File: src/hw/rv_core_cfg.svh
`ifndef RV_CORE_CFG_SVH
`define RV_CORE_CFG_SVH

// Data and address width of the core.
`define RV_XLEN 32

// Architectural integer registers.
`define RV_NREGS 32

// Retiring at this address stops the core.
`define RV_EXIT_PC 32'h0000_1000

// Reset value of the stack pointer, x2.
`define RV_STACK_INIT 32'd1000

`endif

File: src/hw/rv_core_pkg.sv
`include "rv_core_cfg.svh"

package rv_core_pkg;

    // Machine word, used for PCs and register data.
    typedef logic [`RV_XLEN-1:0] word_t;

    // Register index, wide enough for every architectural register.
    typedef logic [$clog2(`RV_NREGS)-1:0] reg_idx_t;

    // Write-back source select.
    // Codes 8 to 15 are unused and fall back to the ALU result.
    typedef enum logic [3:0] {
        // ALU result.
        WB_ALU   = 4'd0,
        // Load byte, sign extended.
        WB_MEMB  = 4'd1,
        // Load byte, zero extended.
        WB_MEMBU = 4'd2,
        // Load halfword, sign extended.
        WB_MEMH  = 4'd3,
        // Load halfword, zero extended.
        WB_MEMHU = 4'd4,
        // Load word.
        WB_MEMW  = 4'd5,
        // Link address for jal and jalr.
        WB_PC    = 4'd6,
        // CSR read data.
        WB_CSR   = 4'd7
    } wb_sel_e;

endpackage

File: src/hw/pc_redirect.sv
`timescale 1ns/100ps

`include "rv_core_cfg.svh"

module pc_redirect
    import rv_core_pkg::*;
(
    input  logic  clk,
    input  logic  rst,
    input  logic  valid,
    input  logic  br_flg,
    input  logic  jmp_flg,
    input  logic  ecall,
    input  word_t pc,
    input  word_t br_target,
    input  word_t alu_out,
    input  word_t trap_vector,
    output word_t next_pc,
    output logic  redirect,
    output logic  halted
);

    word_t pc_plus4;

    assign pc_plus4 = pc + word_t'(4);

    // Branch wins over jump, jump over ecall.
    always_comb begin
        if (valid && br_flg) begin
            next_pc = br_target;
        end else if (valid && jmp_flg) begin
            // Jump target comes from the ALU.
            next_pc = alu_out;
        end else if (valid && ecall) begin
            next_pc = trap_vector;
        end else begin
            next_pc = pc_plus4;
        end
    end

    // Front end must flush on any taken control transfer.
    assign redirect = valid && (br_flg || jmp_flg || ecall);

    // Sticky until reset.
    always_ff @(posedge clk) begin
        if (rst) begin
            halted <= 1'b0;
        end else if (valid && (pc == `RV_EXIT_PC)) begin
            halted <= 1'b1;
        end
    end

endmodule

File: src/hw/reg_file.sv
`timescale 1ns/100ps

`include "rv_core_cfg.svh"

module reg_file
    import rv_core_pkg::*;
(
    input  logic     clk,
    input  logic     rst,
    input  logic     wr_en,
    input  reg_idx_t wr_addr,
    input  word_t    wr_data,
    input  reg_idx_t rs1,
    input  reg_idx_t rs2,
    output word_t    rs1_data,
    output word_t    rs2_data
);

    localparam reg_idx_t SP_IDX = reg_idx_t'(2);

    word_t regs [`RV_NREGS];
    logic  wr_live;

    // Writes to x0 are discarded.
    assign wr_live = wr_en && (wr_addr != '0);

    always_ff @(posedge clk) begin
        if (rst) begin
            for (int i = 0; i < `RV_NREGS; i++) begin
                regs[i] <= '0;
            end
            regs[SP_IDX] <= `RV_STACK_INIT;
        end else if (wr_live) begin
            regs[wr_addr] <= wr_data;
        end
    end

    // Read with x0 forced to zero and same-cycle forwarding.
    function automatic word_t read_port(input reg_idx_t idx);
        word_t data;
        if (idx == '0) begin
            data = '0;
        end else if (wr_live && (wr_addr == idx)) begin
            data = wr_data;
        end else begin
            data = regs[idx];
        end
        return data;
    endfunction

    always_comb begin
        rs1_data = read_port(rs1);
    end

    always_comb begin
        rs2_data = read_port(rs2);
    end

endmodule

File: src/hw/wb_select.sv
`timescale 1ns/100ps

`include "rv_core_cfg.svh"

module wb_select
    import rv_core_pkg::*;
(
    input  logic     valid,
    input  logic     rf_wen,
    input  wb_sel_e  wb_sel,
    input  reg_idx_t rd,
    input  word_t    pc,
    input  word_t    alu_out,
    input  word_t    mem_rdata,
    input  word_t    csr_rdata,
    output logic     wr_en,
    output reg_idx_t wr_addr,
    output word_t    wr_data
);

    word_t pc_plus4;
    word_t wb_data;

    // Link address for jumps.
    assign pc_plus4 = pc + word_t'(4);

    // Load data arrives right aligned from the memory stage.
    always_comb begin
        case (wb_sel)
            WB_MEMB: begin
                wb_data = {{(`RV_XLEN-8){mem_rdata[7]}}, mem_rdata[7:0]};
            end
            WB_MEMBU: begin
                wb_data = {{(`RV_XLEN-8){1'b0}}, mem_rdata[7:0]};
            end
            WB_MEMH: begin
                wb_data = {{(`RV_XLEN-16){mem_rdata[15]}}, mem_rdata[15:0]};
            end
            WB_MEMHU: begin
                wb_data = {{(`RV_XLEN-16){1'b0}}, mem_rdata[15:0]};
            end
            WB_MEMW: begin
                wb_data = mem_rdata;
            end
            WB_PC: begin
                wb_data = pc_plus4;
            end
            WB_CSR: begin
                wb_data = csr_rdata;
            end
            default: begin
                wb_data = alu_out;
            end
        endcase
    end

    // Write request for the register file; x0 is dropped there.
    assign wr_en   = valid && rf_wen;
    assign wr_addr = rd;
    assign wr_data = wb_data;

endmodule

File: src/hw/wb_stage.sv
`timescale 1ns/100ps

`include "rv_core_cfg.svh"

module wb_stage
    import rv_core_pkg::*;
(
    input  logic     clk,
    input  logic     rst,
    input  logic     valid,
    input  word_t    pc,
    input  wb_sel_e  wb_sel,
    input  word_t    alu_out,
    input  word_t    mem_rdata,
    input  word_t    csr_rdata,
    input  reg_idx_t rd,
    input  logic     rf_wen,
    input  logic     br_flg,
    input  word_t    br_target,
    input  logic     jmp_flg,
    input  logic     ecall,
    input  word_t    trap_vector,
    input  reg_idx_t rs1,
    input  reg_idx_t rs2,
    output word_t    rs1_data,
    output word_t    rs2_data,
    output word_t    next_pc,
    output logic     redirect,
    output logic     halted
);

    // Write request from the select logic.
    logic     wr_en;
    reg_idx_t wr_addr;
    word_t    wr_data;

    wb_select u_wb_select (
        .valid     (valid),
        .rf_wen    (rf_wen),
        .wb_sel    (wb_sel),
        .rd        (rd),
        .pc        (pc),
        .alu_out   (alu_out),
        .mem_rdata (mem_rdata),
        .csr_rdata (csr_rdata),
        .wr_en     (wr_en),
        .wr_addr   (wr_addr),
        .wr_data   (wr_data)
    );

    pc_redirect u_pc_redirect (
        .clk         (clk),
        .rst         (rst),
        .valid       (valid),
        .br_flg      (br_flg),
        .jmp_flg     (jmp_flg),
        .ecall       (ecall),
        .pc          (pc),
        .br_target   (br_target),
        .alu_out     (alu_out),
        .trap_vector (trap_vector),
        .next_pc     (next_pc),
        .redirect    (redirect),
        .halted      (halted)
    );

    reg_file u_reg_file (
        .clk      (clk),
        .rst      (rst),
        .wr_en    (wr_en),
        .wr_addr  (wr_addr),
        .wr_data  (wr_data),
        .rs1      (rs1),
        .rs2      (rs2),
        .rs1_data (rs1_data),
        .rs2_data (rs2_data)
    );

endmodule

File: config.mk
export PLATFORM = sky130hd
export DESIGN_NAME = wb_stage
export DESIGN_NICKNAME = d
export VERILOG_FILES = /design/src/hw/rv_core_pkg.sv /design/src/hw/pc_redirect.sv /design/src/hw/reg_file.sv /design/src/hw/wb_select.sv /design/src/hw/wb_stage.sv
export VERILOG_INCLUDE_DIRS = /design/src /design/src/hw
export SDC_FILE = /design/constraint.sdc
export NUM_CORES = 2
export LEC_CHECK = 0
export BUFFER_PORTS_ARGS = -buffer_cell sky130_fd_sc_hd__buf_2
export CAP_MARGIN = 20
export CORE_ASPECT_RATIO = 1.75
export CORE_MARGIN = 2
export CORE_UTILIZATION = 29
export DETAILED_ROUTE_END_ITERATION = 10
export GPL_TIMING_DRIVEN = 0
export MAX_ROUTING_LAYER = met4
export PLACE_DENSITY = 0.47
export SLEW_MARGIN = 20
export SYNTH_ARGS = -nofsm -noshare
export SYNTH_HDL_FRONTEND = slang
export SYNTH_SLANG_ARGS = --single-unit
File: constraint.sdc
create_clock -name clk -period 8.92 [get_ports clk]
set_clock_uncertainty 0.2 [all_clocks]
set_input_delay 1.784 -clock clk [delete_from_list [all_inputs] [get_ports clk]]
set_output_delay 1.784 -clock clk [all_outputs]
set_load 0.005 [all_outputs]
==> reports/results.env <==
WORSTMARGINPINSLEW_PS=1300
PLACE_AREA_UM2=61500
CLOCKBUFFERDEPTH=3
REG2REGPATHDEPTH=2
POST_LAYOUT_NONFILLER_INSTANCES=7081
FINAL_MAX_SLEW_VIOL_COUNT=0
TIMING.CRITICAL_PATH.FANOUT_MAX=10
ROOT_BUFFER='sky130_fd_sc_hd__clkbuf_16'
POST_DRT_WL_PER_CELL_UM=42.2
GLOBAL_ROUTE.USAGE.TOTAL_PCT=31.2
INITIAL_ANTENNA_VIOLATION_COUNT=37
TOTAL_LEAKAGE_POWER_nW=22.4
SYNTH-SEQ-AREA-SHARE_PCT=55.4
IOPINCOUNT=316
RSZ0062_AT_GRT='no'
SYNTH-MAIN-FF-CELL='sky130_fd_sc_hd__edfxtp_1'
DIE_BOUNDARY_WIDTH_UM=335
CP_CELL_SEQUENCE='buf_2 > clkbuf_1 > clkbuf_1 > nand2_1 > clkbuf_1 > o22ai_1 > nor3_1 > a211oi_1 > buf_2'
TIMING.MAX_CAP.VIOLATIONS=0
TIMING.SETUP.TNS_PS=0
IO_BUFFERS=297
DRT_FIRST_PASS_ITERS=6
DRC=0
RUN_STATUS='complete, no violations'
PLACEMENT_ROWS=212
SYNTHESIS.YOSYS.WARNINGS=0
COUNT_OF_DIFFERENT_CELL_MASTERS_AFTER_SYNTHESIS=70
CLOCK_BUFFERS_CREATED_BY_TRITONCTS=96
STARTING_DENSITY_OF_THE_CORE_PCT=29.2
DRT-VIAS-PER-INSTANCE=6.02
CLOCK_TREE.HTREE_LEVEL_COUNT=3
WORST_PATH_MAX_DELAY_CELL='sky130_fd_sc_hd__clkbuf_1'
WORSTSETUPENDPOINTTYPE='output pin'
SYNTHESIS.INSTANCES=4043
WORSTSKEWPAIRLATENCY_PS=730
SYNTH.CELL_AREA_UM2=55600
OVERFLOW=0
CLKSLEWWORSTSETUPHOLDPATHS_PS=70
GRT_FIRST_PASS_WIRELENGTH_UM=392000
POWER.DENSITY_CELL_AREA_nW_PER_UM2=189
WORSTHOLDPATHTYPE='flip-flop to flip-flop'
YOSYS_REGISTER_BITS=1025
CTS-HOLD-FIX-BUFFERS=0
HOLD_PATH_STARTPOINT='u_pc_redirect.halted'
PATH_CLASS='primary input to output pin'
DRT_ITER0_MARKERS=5831
WHS_PATH_DEPTH=2
TIMING.CRITICAL_PATH.ARRIVAL_PS=6580
FIN_CRIT_SH_PCT=96.0
CTS_SETUP_BUFFERS=0
REGTOREGENDPOINT='u_pc_redirect.halted'
TIMING.CRITICAL_PATH.REQUIRED_PS=6940
MIN_TO='u_pc_redirect.halted'
ROUTED-VIA-COUNT=42600
POST_ROUTE_CELLS_DRIVE_ABOVE_1_SHARE_PCT=29.8
FLOORPLAN.CORE_AREA_UM2=190000
MAX-SLEW-MARGIN-REL_PCT=13.6
TRITONCTS='done'
CTS_SINKS=1025
PLACED_CELLS_INCL_TAPS=6876
WORST_PATH_LARGEST_CELL_DELAY_PS=920
FINAL_HOLD_VIOL_COUNT=0
NUM-NETS-FINAL=4734
FINAL_CRITICAL_PATH_TIME_INCLUDING_I_O_DELAYS_AND_SETUP_PS=8560
GRT_PASS1_VIAS=43100
TIMING.FMAX_MHz=117
REG2REG_FROM='u_pc_redirect.halted'
SYN_TO_FINAL_GROWTH_PCT=16.4
CTSRESIZECOUNT=0
SYNTH-EDFF-COUNT=1024
FINALSETUPVIOLATIONS=0
CRIT_PATH_START_KIND='primary input'
GP_CONGESTION=1.03
AVGSYNTHCELLAREA_UM2=13.7
REGTOREGSETUPSLACK_PS=8090
WORST_IR_DROP_VDD_mV=0.116
DIE_HEIGHT_UM=583
DRT-TOTAL-WL_UM=299000
CRIT_TOP_CELL='sky130_fd_sc_hd__clkbuf_1'
SYNTH-ASYNC-RESET-RATIO_PCT=0
DRT.ANTENNA.VIOLATING_NETS=0
DPL.HPWL_UM=226000
POST-ROUTE-CELL-AREA_UM2=64700
DIE_AREA_UM2=195000
GRT_MAX_DEGREE=33
## critical path: cells and delay by family
family | cells | cell delay (ps)
buf+inv | 5 | 2730
simple gates | 2 | 860
compound gates | 2 | 1160
## flip-flops by register name, summed over array words and instances, names as in the netlist
| name | flops |
|---|---|
| u_reg_file.regs | 1024 |
| u_pc_redirect.halted | 1 |
## layout by cell type, fill, tap and decap left out, types with 31 or more instances in the layout
cell                        instances
sky130_fd_sc_hd__o22ai_1           33
sky130_fd_sc_hd__buf_12            31
sky130_fd_sc_hd__nor2_2            83
sky130_fd_sc_hd__buf_4             38
sky130_fd_sc_hd__a211oi_1          85
sky130_fd_sc_hd__o21ai_0           71
sky130_fd_sc_hd__a22oi_1           61
sky130_fd_sc_hd__nand2b_4          31
sky130_fd_sc_hd__clkbuf_1         235
sky130_fd_sc_hd__clkbuf_16         96
sky130_fd_sc_hd__conb_1            32
sky130_fd_sc_hd__nand2_1          123
sky130_fd_sc_hd__a221oi_1          33
sky130_fd_sc_hd__buf_2            434
sky130_fd_sc_hd__mux2i_1          160
sky130_fd_sc_hd__nor3_1            36
sky130_fd_sc_hd__mux4_2           516
sky130_fd_sc_hd__edfxtp_1        1024
sky130_fd_sc_hd__nor2_1          1000
sky130_fd_sc_hd__a21oi_1           70
## stage by stage
step | total power [mW] | setup WS (ps) | utilization, % | hold WS, ps
detailed placement | 7.88 | 430 | 32.3 | 258
CTS | 12.2 | 425 | 33.9 | 300
finish | 12.2 | 356 | 34.0 | 309
global placement | 7.82 | 418 | 31.6 | 260
floorplan | 6.80 | 3200 | - | 263
global route | 12.4 | 549 | 34.0 | 331
## worst max path at each step
stage,from,end,slack (ps),cells past startpoint
floorplan,rs1[0],rs1_data[13],3200,6
global placement,rs1[3],rs1_data[29],420,9
detailed placement,rs1[3],rs1_data[29],430,9
CTS,rs1[3],rs1_data[29],430,9
global route,rs1[3],rs1_data[29],550,9
finish,rs1[3],rs1_data[29],360,9
## report_power, final
part	total (mW)	switching (mW)	internal (mW)
Sequential	5.69	0.138	5.55
Combinational	2.15	1.40	0.743
Clock	4.40	2.03	2.37
## synthesized netlist by cell type (all sizes together), types with 17 or more instances
cell	count	share of area, %
clkbuf	237	1.6
a211oi	90	1.3
mux2i	160	2.9
xnor2	22	0.35
a22oi	61	0.82
o22ai	38	0.47
nor3	37	0.34
nor4	18	0.20
a21oi	76	0.69
nand4	17	0.22
buf	194	2.0
nand2b	34	0.38
o21ai	84	0.76
nand2	123	0.83
edfxtp	1024	55
nor2	1083	7.7
mux4	516	21
a221oi	33	0.52
nand3	22	0.20
## layer usage
| layer | vias up | wire length, um | GRT usage [%] | part of all wire, % |
|---|---|---|---|---|
| met5 | - | 0 | - | 0 |
| met4 | 0 | 29200 | 24.4 | 9.7 |
| met3 | 960 | 26500 | 6.52 | 8.9 |
| met2 | 3029 | 146000 | 51.4 | 49 |
| met1 | 22000 | 97600 | 32.5 | 33 |
| li1 | 16600 | - | - | - |
## kinds of logic (layout without fill, tap and decap cells)
logic type / Yosys count / in the layout / share of synthesized area [%]
simple gates: 1397 / 1397 / 10.7
flops: 1025 / 1025 / 55.4
mux: 687 / 687 / 24.0
compound gates: 455 / 455 / 5.65
buf+inv: 444 / 961 / 3.72
xor+xnor: 32 / 32 / 0.504
fa+ha+maj: 2 / 2 / 0.0450
other cells: 1 / 61 / 0.00675
## cell type report
class                           instances  area (um^2)
Tap cell                             2461         3080
Antenna cell                           29         72.6
Clock inverter                         56          656
Inverter                               13         48.8
Multi-Input combinational cell       2605        23200
Clock buffer                          119         2490
Sequential cell                      1025        30800
Buffer                                431         2070
Fill cell                           18900       126000
Timing Repair Buffer                  342         2320
(Power assumes the default switching activity.)
